## config.mk

```make
export PLATFORM = sky130hd
export DESIGN_NAME = sfu_decode
export DESIGN_NICKNAME = d
export VERILOG_FILES = /design/src/design/sfu_pkg.sv /design/src/design/sfu_decode.sv
export VERILOG_INCLUDE_DIRS = /design/src /design/src/design
export SDC_FILE = /design/constraint.sdc
export NUM_CORES = 1
export LEC_CHECK = 0
export BUFFER_PORTS_ARGS = -buffer_cell sky130_fd_sc_hd__buf_2
export CORE_AREA = 2 2 116 118
export DETAILED_ROUTE_END_ITERATION = 10
export DIE_AREA = 0 0 118 120
export PLACE_DENSITY_LB_ADDON = 0.3
export SYNTH_ARGS = -nofsm -noshare
export SYNTH_HDL_FRONTEND = slang
export SYNTH_SLANG_ARGS = --single-unit
export TNS_END_PERCENT = 30
```

## constraint.sdc

```tcl
create_clock -name vclk -period 22.5
set_clock_uncertainty 0.1 [all_clocks]
set_input_delay 4.5 -clock vclk [all_inputs]
set_output_delay 4.5 -clock vclk [all_outputs]
set_load 0.01 [all_outputs]
```

## src/design/sfu_cfg.svh

```systemverilog
// ------------------
// sfu lane, width, shift and queue depth macros
// ------------------
`ifndef SFU_CFG_SVH
`define SFU_CFG_SVH

// lanes per row
`define SFU_COL        8

// operand width, also the width-8 pairing shift
`define SFU_BW         4

// partial sum lane width
`define SFU_PSUM_W     12

// local row sum, zero-extended lane total
`define SFU_SUM_W      16

// left shift ahead of the divide
`define SFU_FRAC_W     12

// entries per queue, keep a power of two
`define SFU_FIFO_DEPTH 16

`endif

```

## src/design/sfu_pkg.sv

```systemverilog
// ------------------
// sfu lane, sum and row types
// ------------------
`include "sfu_cfg.svh"

package sfu_pkg;

  // one partial sum lane
  typedef logic [`SFU_PSUM_W-1:0] psum_t;

  // local row sum
  typedef logic [`SFU_SUM_W-1:0] sum_t;

  // local plus peer, one bit of headroom
  typedef logic [`SFU_SUM_W:0] total_t;

  // width-8 word, two lanes fused
  typedef logic [2*`SFU_PSUM_W-1:0] wide_t;

  // same stored row, read per width_mode
  // lanes4 is eight lanes, lanes8 is four fused words
  typedef union packed {
    psum_t [`SFU_COL-1:0]   lanes4;
    wide_t [`SFU_COL/2-1:0] lanes8;
  } row_u;

endpackage

```

## src/design/sfu_decode.sv

```systemverilog
// ------------------
// lane magnitudes, width-8 pairing, row sum
// ------------------
`timescale 1ns/1ps
`include "sfu_cfg.svh"

module sfu_decode (
  input  logic          clk,
  input  logic          rst_n,
  input  logic          acc,
  input  logic          ofifo_valid,
  input  logic          width_mode,
  input  logic          sign_mode,
  input  sfu_pkg::row_u sfp_in,
  output sfu_pkg::row_u row,
  output sfu_pkg::sum_t row_sum,
  output logic          push
);
  import sfu_pkg::*;

  localparam int PW = `SFU_PSUM_W;

  psum_t [`SFU_COL-1:0]   mag;
  wide_t [`SFU_COL/2-1:0] pair;

  // magnitude per lane, two's complement abs only in sign mode
  always_comb begin
    for (int i = 0; i < `SFU_COL; i++) begin
      if (sign_mode && sfp_in.lanes4[i][PW-1]) begin
        mag[i] = -sfp_in.lanes4[i];
      end else begin
        mag[i] = sfp_in.lanes4[i];
      end
    end
  end

  // zero-extended total of the magnitudes
  always_comb begin
    row_sum = '0;
    for (int i = 0; i < `SFU_COL; i++) begin
      row_sum = row_sum + sum_t'(mag[i]);
    end
  end

  // odd lane is the high part, shifted by the operand width
  always_comb begin
    for (int i = 0; i < `SFU_COL/2; i++) begin
      psum_t hi;
      psum_t lo;
      wide_t hi_ext;
      wide_t lo_ext;
      hi     = sfp_in.lanes4[2*i+1];
      lo     = sfp_in.lanes4[2*i];
      // raw lanes here, not magnitudes
      hi_ext = sign_mode ? {{PW{hi[PW-1]}}, hi} : {{PW{1'b0}}, hi};
      lo_ext = sign_mode ? {{PW{lo[PW-1]}}, lo} : {{PW{1'b0}}, lo};
      pair[i] = (hi_ext << `SFU_BW) + lo_ext;
    end
  end

  // storage word follows width_mode at push time
  always_comb begin
    if (width_mode) begin
      row.lanes8 = pair;
    end else begin
      row.lanes4 = mag;
    end
  end

  // one row per strobe while output fifo has data
  assign push = acc && ofifo_valid;

  // upstream row must be fully driven when it is taken
  a_row_known: assert property (@(posedge clk) disable iff (!rst_n)
    push |-> !$isunknown({sfp_in, width_mode, sign_mode}))
    else $error("sfu_decode: unknown row or mode at push");

endmodule

```

==> key figures <==
STA
  • Crit share post-route: 0.649
  • RSZ-0062 raised after global routing: false
  • Max_slew headroom: 0.208
  • Minimum clock period: 14.61 ns
  • Slew @ Worst Pin: 1.17 ns
  • Hold Vio Cnt, Final: 0
  • Fmax achieved: 68.5 MHz
  • Setup Viol. Count Final: 0
  • Post-Route Setup TNS: 0 ns
  • Final Slew Violations: 0

GRT
  • Gr usage total: 0.344
  • Vias in the first global route: 7,867
  • First-pass GRT wire length: 39,600 um
  • Largest net degree at the start of global routing: 83
  • Remaining Overflow, GRT: 0
  • Initial antenna violation count: 1

Critical path
  • Levels on crit path: 19
  • Crit path cell chain: buf_2, inv_1, ha_1, or4b_2, o41ai_1, xnor2_1, fa_1, fa_1, fa_1, inv_1, fa_1, inv_1, ha_1, nand4_1, a211oi_1, nor2_1, o21ai_0, xor2_1, buf_2
  • Kind of critical path: primary input to output pin
  • Setup crit end kind: output pin
  • Crit-path slowest cell: or4b_2
  • Critical path buffer and inverter count: 5
  • Arrival time at the worst endpoint: 10.01 ns
  • CP peak stage delay: 0.66 ns
  • CP Max Fanout: 7
  • Crit-path most repeated cell: fa_1
  • Cell family with most CP delay: adder cells
  • Critical path data required time: 17.90 ns
  • CP Launch Type: primary input

Synth
  • Synth cell types: 70
  • Post-synthesis sequential area ratio: 0
  • Synthesized cell area: between 7000 and 8000 um^2
  • Cells after synthesis: roughly 1.1k
  • Avg Synthesized Cell Area: between 7 and 8 um^2
  • Ys Warns: 0
  • Net Count, Synth: 1,310

Finish
  • Layout cells sized above 1: 0.195
  • Clock buffers: 0
  • Diode count: 0
  • # fillers: between 1k and 1.5k
  • Layout Nets: approximately 1.5k
  • Area grow syn2layout: 14.9%
  • Seq cells: 0
  • Register area: 0 um^2

Status
  • Run status: completed

Placement
  • DPL Wire Length: 21,500 um
  • PortBufs: 212
  • Gpl congestion: 0.961

Detailed routing
  • Detailed Route Iter0 Violations: 806
  • WL met2: 11,900 um
  • Top Layer Used: met5
  • Detailed Routing Iterations Pass 1: 5
  • Met3 WL: 2400 um
  • ANT nets after route: 0
  • Final WL: 25,200 um
  • Avg WL per Cell: 17.8 um
  • DRC violation count after routing: 0
  • DR vias: 8,713
  • Vias/cell: 6.16
  • M1 WL: 9900 um

Worst hold path
  • Hold/Removal Path Class: primary input to output pin
  • WHS Path Cells: 2

Floorplanning
  • Initial Util: 0.594
  • Row count: 42
  • Die X: 118 um
  • Die ar.: 14,200 um^2
  • Die height: 120 um
  • Ports: between 200 and 250
  • Core Area: 13,000 um^2

Power
  • Comb power frac: 1.000
  • Clock power frac: 0
  • Switch Pwr: 0.660 mW
  • Reg power frac: 0
  • Lkg Pwr: 4.29 nW
  • Internal power: 0.477 mW
  • Sw Share: 0.580
  • Pwr Total: 1.14 mW
  • VDD IR max: between 0.2 and 0.3 mV
  • Power Density: 128 nW/um^2

CTS
  • Postcts setup bufs: 0
  • Cts repair resizes: 0
  • Hold-fix buffers, CTS: 0

Job
  • Maxcap violations: 0
-- through the flow --
step | setup WS [ns] | util | area (um^2) | hold WS (ns) | cells
floorplan | 8.57 | - | 7710 | 8.98 | 1058
global placement | 8.00 | 0.683 | 8870 | 9.16 | 1414
detailed placement | 7.98 | 0.683 | 8870 | 9.16 | 1414
CTS | 7.94 | 0.683 | 8870 | 9.16 | 1414
global route | 7.66 | 0.683 | 8870 | 9.18 | 1414
finish | 7.89 | 0.683 | 8870 | 9.16 | 1414
-- cells by family (layout without fill, tap and decap cells) --
kind of cell,count (synthesis),in the layout,synth area share
buffers and inverters,160,340,0.0804
AO/OA/AOI/OAI,307,307,0.258
XOR/XNOR,102,102,0.116
AND/OR/NAND/NOR,319,319,0.204
other,1,1,0.000486
adder cells (fa/ha/maj),150,150,0.316
multiplexers,19,19,0.0256
-- cells in the final DEF, fill, tap and decap left out, drive strengths merged, types with 9 or more instances in the layout --
cell type  instances
nor2             105
mux2i             13
nand2b            13
inv              123
o21a              16
xnor2             57
a211oi            19
or3               13
nand2             63
ha                75
xor2              45
buf              214
nor3              45
o31ai             11
o22ai              9
nand3             13
a21oi             89
a31oi             20
and3              11
o21ai             59
a21o              14
fa                75
-- power by group through the flow --
stage / Combinational [mW] / Clock, mW / Sequential, mW
2_1_floorplan: 0.788 / 0 / 0
3_3_place_gp: 1.10 / 0 / 0
3_5_place_dp: 1.12 / 0 / 0
4_1_cts: 1.13 / 0 / 0
5_1_grt: 1.27 / 0 / 0
6_report: 1.14 / 0 / 0
-- cells in the mapped netlist (14+ instances only) --
cell type	n	area share
xnor2_1	57	0.065
a21oi_1	89	0.058
ha_1	75	0.12
clkbuf_1	25	0.012
fa_1	75	0.19
a31oi_1	20	0.016
o21a_1	16	0.016
nand2_1	63	0.031
xor2_1	45	0.051
inv_1	122	0.059
nor2_1	105	0.051
o21ai_0	59	0.038
a211oi_1	19	0.018
a21o_1	14	0.014
nor3_1	45	0.029
-- routing by layer --
metal	GRT usage	vias to the layer above
met3	0.0513	73
met5	0	-
met4	0.108	2
met1	0.451	4015
met2	0.584	496
li1	-	4127
-- cell type report --
type	count	area, um^2	area share
tap	176	220	0.0248
multi-input combinational	898	7090	0.800
timing repair buffer	214	1080	0.122
inverter	126	473	0.0533
-- path summary, 6_finish.rpt --
path	from	end	slack (ns)
hold / removal	sfp_in[48]	row[48]	9.16
setup / recovery	sfp_in[0]	row_sum[12]	7.89
Power figures use the tool's default switching activity.
