`src/design/sfu_cfg.svh`:
```
// ------------------
// sfu lane, width, shift and queue depth macros
// ------------------
`ifndef SFU_CFG_SVH
`define SFU_CFG_SVH

// lanes per row
`define SFU_COL        8

// operand width, also the width-8 pairing shift
`define SFU_BW         4

// partial sum lane width
`define SFU_PSUM_W     12

// local row sum, zero-extended lane total
`define SFU_SUM_W      16

// left shift ahead of the divide
`define SFU_FRAC_W     12

// entries per queue, keep a power of two
`define SFU_FIFO_DEPTH 16

`endif

```
`src/design/sfu_pkg.sv`:
```
// ------------------
// sfu lane, sum and row types
// ------------------
`include "sfu_cfg.svh"

package sfu_pkg;

  // one partial sum lane
  typedef logic [`SFU_PSUM_W-1:0] psum_t;

  // local row sum
  typedef logic [`SFU_SUM_W-1:0] sum_t;

  // local plus peer, one bit of headroom
  typedef logic [`SFU_SUM_W:0] total_t;

  // width-8 word, two lanes fused
  typedef logic [2*`SFU_PSUM_W-1:0] wide_t;

  // same stored row, read per width_mode
  // lanes4 is eight lanes, lanes8 is four fused words
  typedef union packed {
    psum_t [`SFU_COL-1:0]   lanes4;
    wide_t [`SFU_COL/2-1:0] lanes8;
  } row_u;

endpackage

```
`src/design/sfu_queue_if.sv`:
```
// ------------------
// queue head bundle, execute to result
// ------------------
`timescale 1ns/1ps

interface sfu_queue_if;
  import sfu_pkg::*;

  // value queue head, raw storage word
  row_u  head_row;
  // matching local sum
  sum_t  head_sum;
  // peer core total, passed straight through
  sum_t  peer_sum;
  // head consumed this cycle
  logic  pop;

  // execute owns the heads
  modport exec (output head_row, output head_sum, output peer_sum, output pop);

  // result only reads
  modport res (input head_row, input head_sum, input peer_sum, input pop);

endinterface

```
`src/design/sfu_execute.sv`:
```
// ------------------
// value, sum and share queues with pop control
// ------------------
`timescale 1ns/1ps

module sfu_execute (
  input  logic          clk,
  input  logic          rst_n,
  input  logic          push,
  input  sfu_pkg::row_u row,
  input  sfu_pkg::sum_t row_sum,
  input  logic          div,
  input  sfu_pkg::sum_t peer_sum,
  input  logic          peer_empty,
  input  logic          share_rd,
  output sfu_pkg::sum_t share_sum,
  output logic          share_empty,
  sfu_queue_if.exec     q
);
  import sfu_pkg::*;

  logic value_empty;
  logic sum_empty;
  logic ready;

  // decoded rows
  sfu_fifo #(.WIDTH($bits(row_u))) value_q (
    .clk   (clk),
    .rst_n (rst_n),
    .wr    (push),
    .rd    (q.pop),
    .din   (row),
    .dout  (q.head_row),
    .empty (value_empty),
    .full  ()
  );

  // local sums in step with value_q
  sfu_fifo #(.WIDTH($bits(sum_t))) sum_q (
    .clk   (clk),
    .rst_n (rst_n),
    .wr    (push),
    .rd    (q.pop),
    .din   (row_sum),
    .dout  (q.head_sum),
    .empty (sum_empty),
    .full  ()
  );

  // copy for the peer core drained only by share_rd
  sfu_fifo #(.WIDTH($bits(sum_t))) share_q (
    .clk   (clk),
    .rst_n (rst_n),
    .wr    (push),
    .rd    (share_rd),
    .din   (row_sum),
    .dout  (share_sum),
    .empty (share_empty),
    .full  ()
  );

  // need both local heads and a peer total
  assign ready      = !value_empty && !sum_empty && !peer_empty;
  assign q.pop      = div && ready;
  assign q.peer_sum = peer_sum;

endmodule

```
`src/design/sfu_fifo.sv`:
```
// ------------------
// show-ahead single clock queue
// ------------------
`timescale 1ns/1ps
`include "sfu_cfg.svh"

module sfu_fifo #(
  parameter int WIDTH = 16
) (
  input  logic             clk,
  input  logic             rst_n,
  input  logic             wr,
  input  logic             rd,
  input  logic [WIDTH-1:0] din,
  output logic [WIDTH-1:0] dout,
  output logic             empty,
  output logic             full
);

  localparam int DEPTH = `SFU_FIFO_DEPTH;
  localparam int AW    = $clog2(DEPTH);

  // entry storage
  logic [WIDTH-1:0] mem [DEPTH];
  logic [AW-1:0]    wr_ptr;
  logic [AW-1:0]    rd_ptr;
  // one extra bit to tell full from empty
  logic [AW:0]      count;
  logic             wr_en;
  logic             rd_en;

  // full queue drops the write
  assign wr_en = wr && !full;
  assign rd_en = rd && !empty;

  always_ff @(posedge clk) begin
    if (wr_en) begin
      mem[wr_ptr] <= din;
    end
  end

  // pointers wrap on their own since depth is 2^AW
  always_ff @(posedge clk or negedge rst_n) begin
    if (!rst_n) begin
      wr_ptr <= '0;
      rd_ptr <= '0;
      count  <= '0;
    end else begin
      if (wr_en) begin
        wr_ptr <= wr_ptr + 1'b1;
      end
      if (rd_en) begin
        rd_ptr <= rd_ptr + 1'b1;
      end
      case ({wr_en, rd_en})
        2'b10:   count <= count + 1'b1;
        2'b01:   count <= count - 1'b1;
        default: count <= count;
      endcase
    end
  end

  // head visible without a read
  assign dout  = mem[rd_ptr];
  assign empty = (count == '0);
  assign full  = (count == DEPTH[AW:0]);

  // upstream must respect full
  a_no_wr_full: assert property (@(posedge clk) disable iff (!rst_n) wr |-> !full)
    else $error("sfu_fifo: write while full, entry lost");

  // popper must respect empty
  a_no_rd_empty: assert property (@(posedge clk) disable iff (!rst_n) rd |-> !empty)
    else $error("sfu_fifo: read while empty");

endmodule

```
`src/flat_wrapper.sv`:
```
// flat-port wrapper written by rule: the top's interface ports become plain ports
module sfu_execute_flat import sfu_pkg::*;
  (clk, rst_n, push, row, row_sum, div, peer_sum, peer_empty, share_rd, share_sum, share_empty, q_head_row, q_head_sum, q_peer_sum, q_pop);
  sfu_queue_if q_i ();
  input  logic clk;
  input  logic rst_n;
  input  logic push;
  input  sfu_pkg::row_u row;
  input  sfu_pkg::sum_t row_sum;
  input  logic div;
  input  sfu_pkg::sum_t peer_sum;
  input  logic peer_empty;
  input  logic share_rd;
  output sfu_pkg::sum_t share_sum;
  output logic share_empty;
  output wire logic [$bits(q_i.head_row)-1:0] q_head_row;
  output wire logic [$bits(q_i.head_sum)-1:0] q_head_sum;
  output wire logic [$bits(q_i.peer_sum)-1:0] q_peer_sum;
  output wire logic [$bits(q_i.pop)-1:0] q_pop;
  assign q_head_row = q_i.head_row;
  assign q_head_sum = q_i.head_sum;
  assign q_peer_sum = q_i.peer_sum;
  assign q_pop = q_i.pop;
  sfu_execute u_core (.clk(clk), .rst_n(rst_n), .push(push), .row(row), .row_sum(row_sum), .div(div), .peer_sum(peer_sum), .peer_empty(peer_empty), .share_rd(share_rd), .share_sum(share_sum), .share_empty(share_empty), .q(q_i));
endmodule
```
`config.mk`:
```
export PLATFORM = sky130hd
export DESIGN_NAME = sfu_execute_flat
export DESIGN_NICKNAME = d
export VERILOG_FILES = /design/src/design/sfu_pkg.sv /design/src/design/sfu_queue_if.sv /design/src/design/sfu_execute.sv /design/src/design/sfu_fifo.sv /design/src/flat_wrapper.sv
export VERILOG_INCLUDE_DIRS = /design/src /design/src/design
export SDC_FILE = /design/constraint.sdc
export NUM_CORES = 2
export LEC_CHECK = 0
export BUFFER_PORTS_ARGS = -buffer_cell sky130_fd_sc_hd__clkbuf_2
export CAP_MARGIN = 20
export CORE_ASPECT_RATIO = 0.7
export CORE_MARGIN = 1.5
export CORE_UTILIZATION = 25
export CTS_CLUSTER_DIAMETER = 50
export DETAILED_ROUTE_END_ITERATION = 10
export PLACE_DENSITY = 0.44
export SYNTH_ARGS = -nofsm -noshare
export SYNTH_HDL_FRONTEND = slang
export SYNTH_SLANG_ARGS = --single-unit
export TNS_END_PERCENT = 5
```
`constraint.sdc`:
```
create_clock -name clk -period 9.3 [get_ports clk]
set_input_delay 1.86 -clock clk [delete_from_list [all_inputs] [get_ports clk]]
set_output_delay 1.86 -clock clk [all_outputs]
set_load 0.005 [all_outputs]
```
==> results.ini <==
[worst_setup_path]
critPathSlowestCell = buf_4
crit_arrival_ps = 4840
start_kind = flip-flop
path_max_fanout = 49
cp_cell_sequence = buf_4 -> and2_4 -> buf_4 -> a221oi_1 -> a22oi_1 -> nand2_1 -> clkbuf_2
cpMostUsedCell = buf_4
worstSetupEndpointType = output port
slowest_delay_ps = 930
cp.required_ps = 7440
path_class = reg2out

[job]
drv_cap = 0

[global_route]
grt_pass1_vias = 39900
antenna_found_initial = 28
gr-total-overflow = 0
grt_pass1_wl_um = 308000
grt_start_max_net_pins = 115
grt_usage_pct = 13.1

[detailed_routing]
first_iter_violations = 3240
first_pass_iters = 5
final_antenna_net_count = 0
dr_total_vias = 39100
wirelength_um = 218000
wl_per_cell_um = 25.1
vias_per_cell = 4.50
drc = 0

[floorplan]
num_io_pins = 280
dieArea_um2 = 326000
start_util_pct = 25.1
die_w_um = 681
std_cell_rows = 174
die_y_um = 478
core_area_um2 = 321000

[sta]
period_minus_slack_ps = 6700
slew_viol_final = 0
worst_pin_slew_ps = 1140
slew_headroom_pct = 23.8
skew_ps = 91.7
rsz0062_at_grt = false
fin_crit_sh_pct = 72.1
clock.fmax_mhz = 149
hold_violations = 0
finalSetupViolations = 0

[synth]
syn-num-nets = 4004
ys_seq_area_share_pct = 77.6
synthesis.area_um2 = 80600
avgSynthCellArea_um2 = 21.0
yosysWarnings = 0
ys_seq_elements = 2087
netlist_instances = 3840
synth_cell_types = 41

[final_layout]
num-fill-cells = 31400
layout_commonest_cell = edfxtp_1
final_cells = 8689
layout_common_cells = 2048 x edfxtp_1, 326 x mux4_2, 288 x mux2i_1
utilization_pct = 29.5
drive_gt1_share_pct = 26.0
nNetsFinal = 4352
syn2layout_area_growth_pct = 17.4

[min_path]
min_path_type = reg2reg

[clocking]
numCtsBuffers = 234
cts_max_level = 4
path_clk_slew_ps = 60
cts_tree = done
cts_resized = 0
post_cts_buffers = 0
cts.sinks = 2087
cts_buffer_depth = 4
cts-root-buf = clkbuf_16
cts_hold_buf = 0
clk_latency_ps = 910

[power]
pwr-share-clk_pct = 30.7
leakage_uw = 0.0302
switchingPower_uw = 9440
power_density_nw_per_um2 = 311
p_sw_share_pct = 32.1
power_frac_seq_pct = 40.3
pwr-share-comb_pct = 29.0
p_int_uw = 20000
peakVddDrop_mv = 0.224

[status]
status = complete, no violations

[placement]
hpwl_um = 106000
place_inst = 8263
gp_congestion = 0.670
io_buffers = 247

-- cell usage after synthesis (all sizes together) --
library cell,instances,area (um2)
fa,3,60.1
or3b,2,17.5
nor2,38,143
and2,1,6.26
clkbuf,95,372
xor2,10,87.6
xnor2,21,184
inv,18,67.6
or4,1,7.51
nor2b,6,37.5
a21boi,2,15.0
nand2,126,473
o21ai,205,1030
ha,27,338
mux2i,288,2880
dfrtp,39,976
mux2,100,1130
a221oi,96,841
edfxtp,2048,61500
nand3,3,15.0
nor4b,3,41.3
nor4,2,12.5
a21o,4,30.0
dlygate4sd1,4,35.0
buf,124,872
a22oi,96,721
o21a,1,7.51
nor3,12,60.1
mux4,352,8030
nand4,5,31.3
a21oi,102,510
nand2b,6,37.5
-- power groups by stage --
stage	combinational, uW	sequential [uW]	clock [uW]
6_report	8520	11800	9020
5_1_grt	9240	11900	9640
4_1_cts	8790	11900	9290
3_5_place_dp	8770	12100	0
3_3_place_gp	8770	12000	0
2_1_floorplan	5560	11800	0
-- critical path, delay by kind of cell, from the launching register on --
kind / cells / cell delay (ps)
AND/OR/NAND/NOR: 2 / 810
AO/OA/AOI/OAI: 2 / 510
buffers and inverters: 3 / 1800
flip-flops: 1 / 820
-- cells by family (layout without fill, tap and decap cells) --
kind of cell	after synthesis	in the layout	share of synthesized area, %
multiplexers	740	740	14.9
flip-flops	2087	2087	77.6
AO/OA/AOI/OAI	506	506	3.91
AND/OR/NAND/NOR	205	205	1.10
adder cells (fa/ha/maj)	30	30	0.494
XOR/XNOR	31	31	0.337
buffers and inverters	241	774	1.67
other	0	4	0
-- metal layers --
layer | routed length (um) | global-route usage, % | up-vias
li1 | - | - | 16700
met1 | 102000 | 18.8 | 21200
met2 | 101000 | 20.5 | 907
met3 | 10000 | 2.36 | 297
met4 | 4670 | 3.19 | 30
met5 | 203 | 0 | -
-- area by class of cell --
| cell class | instances | area (um2) | area share [%] |
|---|---|---|---|
| Antenna cell | 4 | 10.0 | 0.0106 |
| Clock buffer | 289 | 6080 | 6.43 |
| Clock inverter | 132 | 1300 | 1.38 |
| Inverter | 18 | 67.6 | 0.0715 |
| Multi-Input combinational cell | 1512 | 17000 | 18.0 |
| Sequential cell | 2087 | 62500 | 66.1 |
| Tap cell | 4312 | 5400 | 5.71 |
| Timing Repair Buffer | 335 | 2190 | 2.32 |
-- metrics by stage --
step                      total power, uW  setup TNS [ps]  setup slack [ps]  instance area, um2  hold WS (ps)
after floorplan                     17400         -101210              -352               80600           464
after global placement              20800               0              3360               87100           463
after detailed placement            20800               0              3330               87100           471
after CTS                           29900               0              2380               94500           478
after global routing                30800               0              2330               94500           503
final                               29400               0              2600               94500           472
-- registers in the layout, indices dropped and copies added, names as in the netlist --
signal,flops
u_core.share_q.count,5
u_core.share_q.mem,256
u_core.share_q.rd_ptr,4
u_core.share_q.wr_ptr,4
u_core.sum_q.count,5
u_core.sum_q.mem,256
u_core.sum_q.rd_ptr,4
u_core.sum_q.wr_ptr,4
u_core.value_q.count,5
u_core.value_q.mem,1536
u_core.value_q.rd_ptr,4
u_core.value_q.wr_ptr,4
-- worst paths after layout --
kind / startpoint / endpoint / slack, ps / cells after the start
setup / recovery: u_core.value_q.rd_ptr[2] / q_head_row[75] / 2600 / 7
hold / removal: u_core.share_q.rd_ptr[3] / u_core.share_q.rd_ptr[3] / 470 / 1
setup reg to reg: u_core.value_q.count[0] / u_core.value_q.mem[11][36] / 5230 / 6
hold reg to reg: u_core.share_q.rd_ptr[3] / u_core.share_q.rd_ptr[3] / 470 / 1
max in group asynchronous: rst_n / u_core.value_q.rd_ptr[1] / 7620 / 2
min in group asynchronous: rst_n / u_core.share_q.rd_ptr[0] / 1060 / 2
(Power assumes the default switching activity.)
